[config.mk]
export PLATFORM = sky130hd
export DESIGN_NAME = exu_top
export DESIGN_NICKNAME = d
export VERILOG_FILES = /design/src/logic/exu_ctrl_pkg.sv /design/src/logic/riscv_isa_pkg.sv /design/src/logic/exu_alu.sv /design/src/logic/exu_branch.sv /design/src/logic/exu_csr_file.sv /design/src/logic/exu_issue_reg.sv /design/src/logic/exu_top.sv /design/src/logic/exu_writeback.sv
export SDC_FILE = /design/constraint.sdc
export NUM_CORES = 2
export LEC_CHECK = 0
export BUFFER_PORTS_ARGS = -buffer_cell sky130_fd_sc_hd__buf_2
export CAP_MARGIN = 10
export CORE_MARGIN = 4
export CORE_UTILIZATION = 30
export CTS_CLUSTER_DIAMETER = 50
export DETAILED_ROUTE_END_ITERATION = 10
export PLACE_DENSITY = 0.44
export SYNTH_ARGS = -nofsm -noshare
export SYNTH_HDL_FRONTEND = slang
export SYNTH_SLANG_ARGS = --single-unit
[constraint.sdc]
create_clock -name clk -period 24.5 [get_ports clk]
set_input_delay 4.9 -clock clk [delete_from_list [all_inputs] [get_ports clk]]
set_output_delay 4.9 -clock clk [all_outputs]
set_load 0.05 [all_outputs]
[src/logic/exu_ctrl_pkg.sv]
package exu_ctrl_pkg;

    // ******************************************************************
    // operation class, picked by the decoder
    // ******************************************************************
    // OP_NONE must stay zero, it marks an empty slot
    typedef enum logic [4:0] {
        OP_NONE,
        OP_ALU,
        OP_ALU_W,
        OP_LUI,
        OP_JAL,
        OP_JALR,
        OP_BEQ,
        OP_BNE,
        OP_BLT,
        OP_BGE,
        OP_BLTU,
        OP_BGEU,
        OP_CSRRW,
        OP_CSRRS,
        OP_ECALL,
        OP_MRET
    } exu_op_e;

    // alu function, codes as used by the decoder
    typedef enum logic [7:0] {
        ALU_ADD  = 8'd0,
        ALU_SUB  = 8'd1,
        ALU_SLT  = 8'd2,
        ALU_SLTU = 8'd3,
        ALU_AND  = 8'd4,
        ALU_OR   = 8'd6,
        ALU_XOR  = 8'd7,
        ALU_SLL  = 8'd8,
        ALU_SRL  = 8'd9,
        ALU_SRA  = 8'd10
    } alu_mode_e;

endpackage

[src/logic/riscv_isa_pkg.sv]
package riscv_isa_pkg;

    // ******************************************************************
    // machine word and instruction field widths
    // ******************************************************************
    localparam int XLEN = 64;

    typedef logic [XLEN-1:0] xlen_t;
    typedef logic [31:0]     inst_t;
    typedef logic [4:0]      reg_idx_t;
    typedef logic [11:0]     csr_addr_t;

    // machine-mode csr addresses
    localparam csr_addr_t CSR_MSTATUS = 12'h300;
    localparam csr_addr_t CSR_MTVEC   = 12'h305;
    localparam csr_addr_t CSR_MEPC    = 12'h341;
    localparam csr_addr_t CSR_MCAUSE  = 12'h342;

    // environment call from m-mode
    localparam xlen_t MCAUSE_ECALL_M = 64'd11;

    // mpp = machine, sxl/uxl = 64 bit
    localparam xlen_t MSTATUS_RESET = 64'h0000_000a_0000_1800;

    // fixed instruction size, no compressed set
    localparam xlen_t INST_BYTES = 64'd4;

endpackage
[src/logic/exu_alu.sv]
module exu_alu (
    input  exu_ctrl_pkg::alu_mode_e alu_mode,
    input  riscv_isa_pkg::xlen_t    operand_a,
    input  riscv_isa_pkg::xlen_t    operand_b,
    output riscv_isa_pkg::xlen_t    result
);

    logic [5:0] shamt;
    logic       lt_signed;
    logic       lt_unsigned;

    // rv64 shifts use six bits of b
    assign shamt = operand_b[5:0];

    assign lt_signed   = $signed(operand_a) < $signed(operand_b);
    assign lt_unsigned = operand_a < operand_b;

    // ******************************************************************
    // function select
    // ******************************************************************
    always_comb begin
        case (alu_mode)
            exu_ctrl_pkg::ALU_ADD:
                result = operand_a + operand_b;
            exu_ctrl_pkg::ALU_SUB:
                result = operand_a - operand_b;
            // set-less-than, zero extended flag
            exu_ctrl_pkg::ALU_SLT:
                result = riscv_isa_pkg::xlen_t'(lt_signed);
            exu_ctrl_pkg::ALU_SLTU:
                result = riscv_isa_pkg::xlen_t'(lt_unsigned);
            exu_ctrl_pkg::ALU_AND:
                result = operand_a & operand_b;
            exu_ctrl_pkg::ALU_OR:
                result = operand_a | operand_b;
            exu_ctrl_pkg::ALU_XOR:
                result = operand_a ^ operand_b;
            exu_ctrl_pkg::ALU_SLL:
                result = operand_a << shamt;
            exu_ctrl_pkg::ALU_SRL:
                result = operand_a >> shamt;
            // keep sign bit on the way down
            exu_ctrl_pkg::ALU_SRA:
                result = riscv_isa_pkg::xlen_t'($signed(operand_a) >>> shamt);
            // unused codes read as zero
            default:
                result = '0;
        endcase
    end

endmodule

[src/logic/exu_branch.sv]
module exu_branch (
    input  exu_ctrl_pkg::exu_op_e op,
    input  riscv_isa_pkg::xlen_t  pc,
    input  riscv_isa_pkg::xlen_t  imm_b,
    input  riscv_isa_pkg::xlen_t  alu_result,
    input  riscv_isa_pkg::xlen_t  mtvec,
    input  riscv_isa_pkg::xlen_t  mepc,
    output riscv_isa_pkg::xlen_t  dnpc,
    output logic                  pc_update
);

    riscv_isa_pkg::xlen_t snpc;
    riscv_isa_pkg::xlen_t btarget;
    logic                 res_zero;

    assign snpc     = pc + riscv_isa_pkg::INST_BYTES;
    assign btarget  = pc + imm_b;
    // decoder already chose sub / slt / sltu for the compare
    assign res_zero = alu_result == '0;

    always_comb begin
        case (op)
            exu_ctrl_pkg::OP_JAL:   dnpc = alu_result;
            // jalr target is halfword aligned
            exu_ctrl_pkg::OP_JALR:  dnpc = {alu_result[63:1], 1'b0};
            // beq/bge/bgeu on zero, the rest on nonzero
            exu_ctrl_pkg::OP_BEQ:   dnpc = res_zero ? btarget : snpc;
            exu_ctrl_pkg::OP_BNE:   dnpc = !res_zero ? btarget : snpc;
            exu_ctrl_pkg::OP_BLT:   dnpc = !res_zero ? btarget : snpc;
            exu_ctrl_pkg::OP_BGE:   dnpc = res_zero ? btarget : snpc;
            exu_ctrl_pkg::OP_BLTU:  dnpc = !res_zero ? btarget : snpc;
            exu_ctrl_pkg::OP_BGEU:  dnpc = res_zero ? btarget : snpc;
            // trap entry and return
            exu_ctrl_pkg::OP_ECALL: dnpc = mtvec;
            exu_ctrl_pkg::OP_MRET:  dnpc = mepc;
            default:                dnpc = snpc;
        endcase
    end

    assign pc_update = op != exu_ctrl_pkg::OP_NONE;

endmodule

[src/logic/exu_csr_file.sv]
module exu_csr_file #(
    parameter riscv_isa_pkg::xlen_t MSTATUS_INIT = riscv_isa_pkg::MSTATUS_RESET
) (
    input  logic                      clk,
    input  logic                      rst,
    input  exu_ctrl_pkg::exu_op_e     op,
    input  riscv_isa_pkg::csr_addr_t  csr_addr,
    input  riscv_isa_pkg::xlen_t      pc,
    input  riscv_isa_pkg::xlen_t      operand_a,
    output riscv_isa_pkg::xlen_t      csr_rdata,
    output riscv_isa_pkg::xlen_t      mtvec,
    output riscv_isa_pkg::xlen_t      mepc
);

    riscv_isa_pkg::xlen_t mcause;
    riscv_isa_pkg::xlen_t mstatus;
    riscv_isa_pkg::xlen_t csr_wdata;
    logic                 csr_write;
    logic                 is_ecall;

    // ******************************************************************
    // read side, value before this instruction's write
    // ******************************************************************
    always_comb begin
        case (csr_addr)
            riscv_isa_pkg::CSR_MSTATUS: csr_rdata = mstatus;
            riscv_isa_pkg::CSR_MTVEC:   csr_rdata = mtvec;
            riscv_isa_pkg::CSR_MEPC:    csr_rdata = mepc;
            riscv_isa_pkg::CSR_MCAUSE:  csr_rdata = mcause;
            default:                    csr_rdata = '0;
        endcase
    end

    assign csr_write = op == exu_ctrl_pkg::OP_CSRRW || op == exu_ctrl_pkg::OP_CSRRS;
    assign is_ecall  = op == exu_ctrl_pkg::OP_ECALL;

    // csrrs sets bits, csrrw replaces
    assign csr_wdata = (op == exu_ctrl_pkg::OP_CSRRS) ? (csr_rdata | operand_a) : operand_a;

    // ******************************************************************
    // write side, commits at the next edge
    // ******************************************************************
    always_ff @(posedge clk) begin
        if (rst) begin
            mtvec   <= '0;
            mepc    <= '0;
            mcause  <= '0;
            mstatus <= MSTATUS_INIT;
        end else begin
            if (csr_write && csr_addr == riscv_isa_pkg::CSR_MTVEC)
                mtvec <= csr_wdata;
            if (csr_write && csr_addr == riscv_isa_pkg::CSR_MSTATUS)
                mstatus <= csr_wdata;
            // ecall saves the trap pc and cause
            if (is_ecall) begin
                mepc   <= pc;
                mcause <= riscv_isa_pkg::MCAUSE_ECALL_M;
            end else begin
                if (csr_write && csr_addr == riscv_isa_pkg::CSR_MEPC)
                    mepc <= csr_wdata;
                if (csr_write && csr_addr == riscv_isa_pkg::CSR_MCAUSE)
                    mcause <= csr_wdata;
            end
        end
    end

    // held reset keeps every csr frozen
    a_frozen_in_reset: assert property (
        @(posedge clk) rst && $past(rst) |=> $stable({mtvec, mepc, mcause, mstatus})
    );

endmodule

[src/logic/exu_issue_reg.sv]
module exu_issue_reg (
    input  logic                      clk,
    input  logic                      rst,
    input  exu_ctrl_pkg::exu_op_e     op_in,
    input  exu_ctrl_pkg::alu_mode_e   alu_mode_in,
    input  riscv_isa_pkg::inst_t      inst_in,
    input  riscv_isa_pkg::xlen_t      pc_in,
    input  riscv_isa_pkg::xlen_t      operand_a_in,
    input  riscv_isa_pkg::xlen_t      operand_b_in,
    output exu_ctrl_pkg::exu_op_e     op,
    output exu_ctrl_pkg::alu_mode_e   alu_mode,
    output riscv_isa_pkg::inst_t      inst,
    output riscv_isa_pkg::xlen_t      pc,
    output riscv_isa_pkg::xlen_t      operand_a,
    output riscv_isa_pkg::xlen_t      operand_b,
    output riscv_isa_pkg::xlen_t      imm_u,
    output riscv_isa_pkg::xlen_t      imm_b,
    output riscv_isa_pkg::reg_idx_t   rd,
    output riscv_isa_pkg::csr_addr_t  csr_addr
);

    logic                  valid;
    exu_ctrl_pkg::exu_op_e op_q;

    // stage register, one new instruction every edge
    always_ff @(posedge clk) begin
        if (rst) begin
            valid     <= 1'b0;
            op_q      <= exu_ctrl_pkg::OP_NONE;
            alu_mode  <= exu_ctrl_pkg::ALU_ADD;
            inst      <= '0;
            pc        <= '0;
            operand_a <= '0;
            operand_b <= '0;
        end else begin
            valid     <= 1'b1;
            op_q      <= op_in;
            alu_mode  <= alu_mode_in;
            inst      <= inst_in;
            pc        <= pc_in;
            operand_a <= operand_a_in;
            operand_b <= operand_b_in;
        end
    end

    // empty slot until the first real instruction lands
    assign op = valid ? op_q : exu_ctrl_pkg::OP_NONE;

    // field decode
    assign rd       = inst[11:7];
    assign csr_addr = inst[31:20];
    assign imm_u    = {{32{inst[31]}}, inst[31:12], 12'b0};
    // b-type, offset in units of two bytes
    assign imm_b    = {{51{inst[31]}}, inst[31], inst[7], inst[30:25], inst[11:8], 1'b0};

    // first cycle out of reset must not retire anything
    a_idle_after_reset: assert property (
        @(posedge clk) $fell(rst) |-> op == exu_ctrl_pkg::OP_NONE
    );

endmodule

[src/logic/exu_top.sv]
module exu_top #(
    parameter riscv_isa_pkg::xlen_t MSTATUS_INIT = riscv_isa_pkg::MSTATUS_RESET
) (
    input  logic                     clk,
    input  logic                     rst,
    input  exu_ctrl_pkg::exu_op_e    op,
    input  exu_ctrl_pkg::alu_mode_e  alu_mode,
    input  riscv_isa_pkg::inst_t     inst,
    input  riscv_isa_pkg::xlen_t     pc,
    input  riscv_isa_pkg::xlen_t     operand_a,
    input  riscv_isa_pkg::xlen_t     operand_b,
    output riscv_isa_pkg::xlen_t     dnpc,
    output riscv_isa_pkg::xlen_t     pc_wb,
    output riscv_isa_pkg::xlen_t     reg_wdata,
    output riscv_isa_pkg::inst_t     inst_wb,
    output logic                     pc_update,
    output logic                     reg_wen,
    output riscv_isa_pkg::reg_idx_t  reg_idx
);

    // registered stage state
    exu_ctrl_pkg::exu_op_e     ex_op;
    exu_ctrl_pkg::alu_mode_e   ex_alu_mode;
    riscv_isa_pkg::xlen_t      ex_operand_a;
    riscv_isa_pkg::xlen_t      ex_operand_b;
    riscv_isa_pkg::xlen_t      ex_imm_u;
    riscv_isa_pkg::xlen_t      ex_imm_b;
    riscv_isa_pkg::reg_idx_t   ex_rd;
    riscv_isa_pkg::csr_addr_t  ex_csr_addr;
    // combinational results
    riscv_isa_pkg::xlen_t      alu_result;
    riscv_isa_pkg::xlen_t      csr_rdata;
    riscv_isa_pkg::xlen_t      mtvec;
    riscv_isa_pkg::xlen_t      mepc;

    // pc and inst go out unchanged as pc_wb / inst_wb
    exu_issue_reg i_issue_reg (
        .clk(clk), .rst(rst),
        .op_in(op), .alu_mode_in(alu_mode), .inst_in(inst),
        .pc_in(pc), .operand_a_in(operand_a), .operand_b_in(operand_b),
        .op(ex_op), .alu_mode(ex_alu_mode), .inst(inst_wb), .pc(pc_wb),
        .operand_a(ex_operand_a), .operand_b(ex_operand_b),
        .imm_u(ex_imm_u), .imm_b(ex_imm_b), .rd(ex_rd), .csr_addr(ex_csr_addr)
    );

    exu_alu i_alu (
        .alu_mode(ex_alu_mode), .operand_a(ex_operand_a),
        .operand_b(ex_operand_b), .result(alu_result)
    );

    exu_branch i_branch (
        .op(ex_op), .pc(pc_wb), .imm_b(ex_imm_b), .alu_result(alu_result),
        .mtvec(mtvec), .mepc(mepc), .dnpc(dnpc), .pc_update(pc_update)
    );

    exu_csr_file #(.MSTATUS_INIT(MSTATUS_INIT)) i_csr_file (
        .clk(clk), .rst(rst), .op(ex_op), .csr_addr(ex_csr_addr),
        .pc(pc_wb), .operand_a(ex_operand_a),
        .csr_rdata(csr_rdata), .mtvec(mtvec), .mepc(mepc)
    );

    exu_writeback i_writeback (
        .op(ex_op), .rd(ex_rd), .pc(pc_wb), .imm_u(ex_imm_u),
        .alu_result(alu_result), .csr_rdata(csr_rdata),
        .reg_wen(reg_wen), .reg_idx(reg_idx), .reg_wdata(reg_wdata)
    );

endmodule

[src/logic/exu_writeback.sv]
module exu_writeback (
    input  exu_ctrl_pkg::exu_op_e    op,
    input  riscv_isa_pkg::reg_idx_t  rd,
    input  riscv_isa_pkg::xlen_t     pc,
    input  riscv_isa_pkg::xlen_t     imm_u,
    input  riscv_isa_pkg::xlen_t     alu_result,
    input  riscv_isa_pkg::xlen_t     csr_rdata,
    output logic                     reg_wen,
    output riscv_isa_pkg::reg_idx_t  reg_idx,
    output riscv_isa_pkg::xlen_t     reg_wdata
);

    riscv_isa_pkg::xlen_t link;
    riscv_isa_pkg::xlen_t word_ext;

    // return address for jal/jalr
    assign link     = pc + riscv_isa_pkg::INST_BYTES;
    // *w ops, low word sign extended
    assign word_ext = {{32{alu_result[31]}}, alu_result[31:0]};

    // x0 writes pass through, the regfile drops them
    assign reg_idx = rd;

    always_comb begin
        reg_wen = 1'b1;
        case (op)
            exu_ctrl_pkg::OP_ALU:   reg_wdata = alu_result;
            exu_ctrl_pkg::OP_ALU_W: reg_wdata = word_ext;
            exu_ctrl_pkg::OP_LUI:   reg_wdata = imm_u;
            exu_ctrl_pkg::OP_JAL,
            exu_ctrl_pkg::OP_JALR:  reg_wdata = link;
            // rd gets the old csr value
            exu_ctrl_pkg::OP_CSRRW,
            exu_ctrl_pkg::OP_CSRRS: reg_wdata = csr_rdata;
            default: begin
                reg_wen   = 1'b0;
                reg_wdata = '0;
            end
        endcase
    end

endmodule

* After elaboration in Yosys (flattened, before gate mapping)
Index checks and enable logic that the tools add are counted.
Operators by class: magnitude comparators 2, shift operators 3, reduce and logical (&&, ||, !) cells 16, muxes and demuxes 14, bitwise gates (word level) 4, $add $sub $neg 4, equal/unequal tests 28
Operator list (number):
- case mux 64 bit (10 select lines) | 1
- case mux 64 bit (6 select lines) | 1
- two-way mux 64 bit | 5
- case mux 64 bit (5 select lines) | 1
- case mux 64 bit (4 select lines) | 1
- adder 64 bit | 2
- less-than comparator 64 bit | 2
- bitwise OR 64 bit | 2
- adder 64 x 3 -> 64 bit (second input constant) | 1
- bitwise AND 64 bit | 1
- logical NOT 64 bit | 1
- << shifter 64 x 6 -> 64 bit | 1
- right shift 64 x 6 -> 64 bit | 1
- >>> shifter 64 x 6 -> 64 bit | 1
- subtractor 64 bit | 1
- XOR 64 bit | 1
- equality test 12 x 10 -> 1 bit (second input constant) | 4
- equality test 5 x 4 -> 1 bit (second input constant) | 8
- equality test 8 x 3 -> 1 bit (second input constant) | 3
- equality test 8 x 4 -> 1 bit (second input constant) | 3
- equality test 5 x 3 -> 1 bit (second input constant) | 4
- equality test 8 x 2 -> 1 bit (second input constant) | 2
- equality test 5 x 2 -> 1 bit (second input constant) | 2
- equality test 8 x 1 -> 1 bit (second input constant) | 1
- other kinds (12) | 21
Storage, ports and cells: register bits after elaboration 494, logic and storage cells 83

* Depth between registers and ports, before layout
depth after elaboration 6, depth in mapped cells 27, gate-level depth less buffers 20

* Modules after synthesis
From an unflattened synthesis, not the netlist that was laid out.
Second synthesis, totals: cell total of the unflattened synthesis 6681, area, all modules 50677.4 um^2
Modules (own cells, without submodules):
- exu_alu | area each 19099.6 um^2, times used 1, cells an instance 2852
- exu_csr_file | area each 14144.8 um^2, times used 1, cells an instance 1694
- exu_issue_reg | area each 7500.9 um^2, times used 1, cells an instance 653
- exu_branch | area each 6917.9 um^2, times used 1, cells an instance 1006
- exu_writeback | area each 3014.1 um^2, times used 1, cells an instance 476

* Worst setup path after synthesis
OpenSTA, ideal clock, no wires.
path type register to output, from register i_issue_reg.operand_b[1], to output dnpc[10], buffers on the path 5, setup slack 12.415 ns, data arrival time 7.185 ns, data required time 19.600 ns, stages on the path, launching flop included 24, path through dfxtp_1 -> inv_2 -> buf_2 -> clkbuf_1 -> clkbuf_1 -> clkbuf_1 -> ha_1 -> a211oi_1 -> o21ai_0 -> nand4_1 -> o211ai_1 -> o21ai_0 -> a21oi_1 -> a2111oi_0 -> o21ai_0 -> nand3_1 -> o21ai_0 -> or3b_2 -> nor4_2 -> nand2_4 -> mux2i_1 -> nor2_1 -> buf_6 -> o311ai_1
Between the ends: longest elaborated chain between the ends 5, elaborated cells between the ends (all ways) 15, classes of those cells 2 x add/sub; 2 x order compare; 3 x shift; 4 x mux; 3 x bitwise; 1 x reduce/logical
Ends and longest elaborated chain:
- start: declaration | line exu_issue_reg.sv:15 | output riscv_isa_pkg::xlen_t operand_b,
- start signal: assignment | line exu_issue_reg.sv:42 | operand_b <= operand_b_in;
- subtractor 64 bit, or another cell as far along | line exu_alu.sv:26 | result = operand_a - operand_b;
- case mux 64 bit (10 select lines) (*) | line exu_alu.sv:22 | case (alu_mode)
- logical NOT 64 bit | line exu_branch.sv:19 | assign res_zero = alu_result == '0;
- two-way mux 64 bit (on tied branches)
- case mux 64 bit (6 select lines) (*) | line exu_branch.sv:22 | case (op)
- end: declaration | line exu_top.sv:12 | output riscv_isa_pkg::xlen_t dnpc,
Mark *: on every way between the ends. The rest lies on a longest branch, timed or not.

* Final worst setup path
from register i_issue_reg.operand_b[0], to output dnpc[47]
The elaborated chain is that of the path after synthesis.

==> results.ini <==
[status]
status=completed

[synth]
synthArstFlopShare_pct=0
synth-xor-area-share_pct=2.393
ys_seq_area_share_pct=19.58
synth_area_um2=50500
synth_edf_count=0
synth_top_area_cell=dfxtp_1
yosys.area_share.adder_pct=6.585
yosys.area_share.simple_pct=21.66
syn_area_per_cell_um2=7.635
syn_inst=6614
syn_nets=7117
synth_mux_area_share_pct=12.79
synth_ff_type=dfxtp_1
synth.top_cell.area_share_pct=19.58
synth-seq-cells=494
synth_common_cells=nor2_1 (786), nand2_1 (576), dfxtp_1 (494), clkbuf_1 (469), a21oi_1 (438)
ys_types=94
synth_top_family_by_area=compound AO/OA/AOI/OAI gates
ys_warn_count=0
synthMostInstantiatedCell=nor2_1
synth.area.top_cells=dfxtp_1 (20%), mux4_2 (7.4%), ha_1 (6.5%), nor2_1 (5.8%), a21oi_1 (4.3%)
synth-compound-area-share_pct=30.33

[power_and_ir_drop]
swShare_pct=41.21
intPower_uw=1808
power_switching_uw=1267
power_frac_comb_pct=33.3
cellPowerDensity_nw_per_um2=53.18
p_seq_share_pct=28.1
cellLeakagePower_uw=0.02152
p_clk_share_pct=38.6
ir_worst_vdd_uv=51.78

[routing]
viasPerCell=6.524
drc_errors=0
wl_per_cell_um=35.54
drt_first_pass_iters=9
wl_mm=322.2
vias=59146
drtIter0Drc=8218
ant_nets=0

[timing]
whs_ns=0.4833
hold_viol=0
period_share_pct=65.78
tns_ns=0
rsz0062_at_grt=no
max_freq_mhz=62.05
tightest_slew_ns=1.399
min_period_ns=16.12
final.setup_skew_ns=0.03211
setup_viol=0
slew_viol_final=0
relSlewSlack_pct=5.431

[clocking]
h-tree-depth=3
cts_resized=0
cts_buffer_depth=3
ctsHoldBuffers=0
path_clk_slew_ns=0.05
clock_latency_ns=0.74
clock-sinks=494
cts_made_buffers=80
cts_tree=built
clockRootBuffer=clkbuf_16
post-cts-setup-buffers=0

[worst_setup_path]
critPathLaunchType=register
slowest_delay_ns=0.90
crit_path_top_delay_cell=nor4_1
cp.required_ns=19.60
crit_path_max_fanout=55
crit_arrival_ns=11.22
crit_top_cell=buf_4
cp_cell_sequence=buf_4, buf_4, buf_4, mux4_2, nand2_1, a31oi_1, a2111oi_0, a21oi_1, a211oi_1, o221ai_1, nor3_1, nand3_1, nor4_1, nand4_1, nor4_2, nand2_4, mux2i_4, buf_4, nor3_1, o221ai_1, buf_2
worstSetupPathType=register to primary output
endpoint_kind=primary output

[cells_and_area]
area_growth_syn_to_layout_pct=14.52
final_nets=7278
drive_above_1_share_pct=17.66

[die]
dieArea_um2=175000
die_w_um=418.3
coreArea_um2=167200
ios=470
die_h_um=418.3
fp-row-count=150
start_util_pct=30.20

[run]
maxCapViolations=0

[global_route]
antenna_found_initial=24
grt_pass1_wl_mm=445.1
overflow=0
grt_start_max_net_pins=136
grt_pass1_vias=55952
track_usage_pct=35.20

[placement]
dp_hpwl_mm=239.6
port_buffers=469
gp_congestion=1.063

[min_path]
min_path_type=register to register

==> metrics by stage <==
step	cell area [µm²]	util, %	cells	setup slack [ns]	power (µW)
floorplan	50500	-	6614	12.42	1465
global placement	55030	32.91	8895	9.607	1870
detailed placement	55050	32.92	8897	9.601	1861
CTS	57780	34.56	9046	8.805	3064
global route	57810	34.57	9057	8.233	3165
finish	57830	34.59	9066	8.383	3075
==> cell type report <==
class	count	area (µm²)
clock buffers	91	2105
flip-flops and latches	494	9910
repair buffers	681	3978
diodes	20	50.05
clock inverters	58	634.4
fillers	17846	109400
multi-input cells	5287	37530
inverters	231	868.3
well taps	2204	2758
==> flip-flops by register name, summed over array words and instances, names as in the netlist <==
register / count
i_csr_file.mcause: 64
i_csr_file.mepc: 64
i_csr_file.mstatus: 64
i_csr_file.mtvec: 64
i_issue_reg.operand_a: 64
i_issue_reg.operand_b: 64
i_issue_reg.pc: 64
i_issue_reg.inst: 32
i_issue_reg.alu_mode: 8
i_issue_reg.op_q: 5
i_issue_reg.valid: 1
==> cells by family after synthesis <==
family	Yosys count
flops	494
simple gates	2318
xor+xnor	138
compound gates	2143
buf+inv	833
mux	424
fa+ha+maj	264
==> path summary, 6_finish.rpt <==
path / slack (ns) / to / cells after the start / startpoint
worst min register to register: 0.48 / i_csr_file.mstatus[12]$_SDFFE_PP1P_ / 2 / i_csr_file.mstatus[12]$_SDFFE_PP1P_
worst max-delay path: 8.38 / dnpc[47] / 21 / i_issue_reg.operand_b[0]$_SDFF_PP0_
worst max register to register: 20.30 / i_csr_file.mcause[57]$_SDFFE_PP0P_ / 7 / i_issue_reg.op_q[3]$_SDFF_PP0_
worst min-delay path: 0.48 / i_csr_file.mstatus[12]$_SDFFE_PP1P_ / 2 / i_csr_file.mstatus[12]$_SDFFE_PP1P_
==> critical path: cells and delay by family, from the launching register on <==
family                 cells  cell delay (ns)
buffers and inverters      5             3.09
muxes                      2             0.95
DFF                        1             0.86
AOI/OAI and AO/OA          6             2.07
and+or+nand+nor            8             3.32
==> power groups by stage <==
stage / Combinational [µW] / Clock, µW / Sequential [µW]
6_report: 1020 / 1190 / 864
5_1_grt: 1060 / 1240 / 865
4_1_cts: 986 / 1210 / 863
3_5_place_dp: 981 / 0 / 880
3_3_place_gp: 989 / 0 / 880
2_1_floorplan: 572 / 0 / 893
==> cells in the final DEF, fill, tap and decap left out, types with 80 or more instances in the layout <==
cell type    n
nor2_1     781
nand2_1    573
dfxtp_1    486
buf_2      468
a21oi_1    437
nor2b_1    286
o21ai_0    262
ha_1       261
a211oi_1   259
inv_1      225
buf_4      209
mux2i_1    169
mux4_2     166
a221oi_1   134
nand3_1    120
nor3_1     112
a21o_1     105
o211ai_1    94
mux2_2      86
clkbuf_16   81
o22ai_1     80
==> layer usage <==
layer  vias up  wire [µm]  share of wire (%)  global-route usage (%)
met5         -         73              0.023                       0
met4        12      21690                6.7                   20.07
met3       840      34030                 11                   8.927
met2      3975     135700                 42                   52.26
met1     29055     130700                 41                   46.23
li1      25264          -                  -                       -
Note: power is estimated with default switching activity, not from simulation.
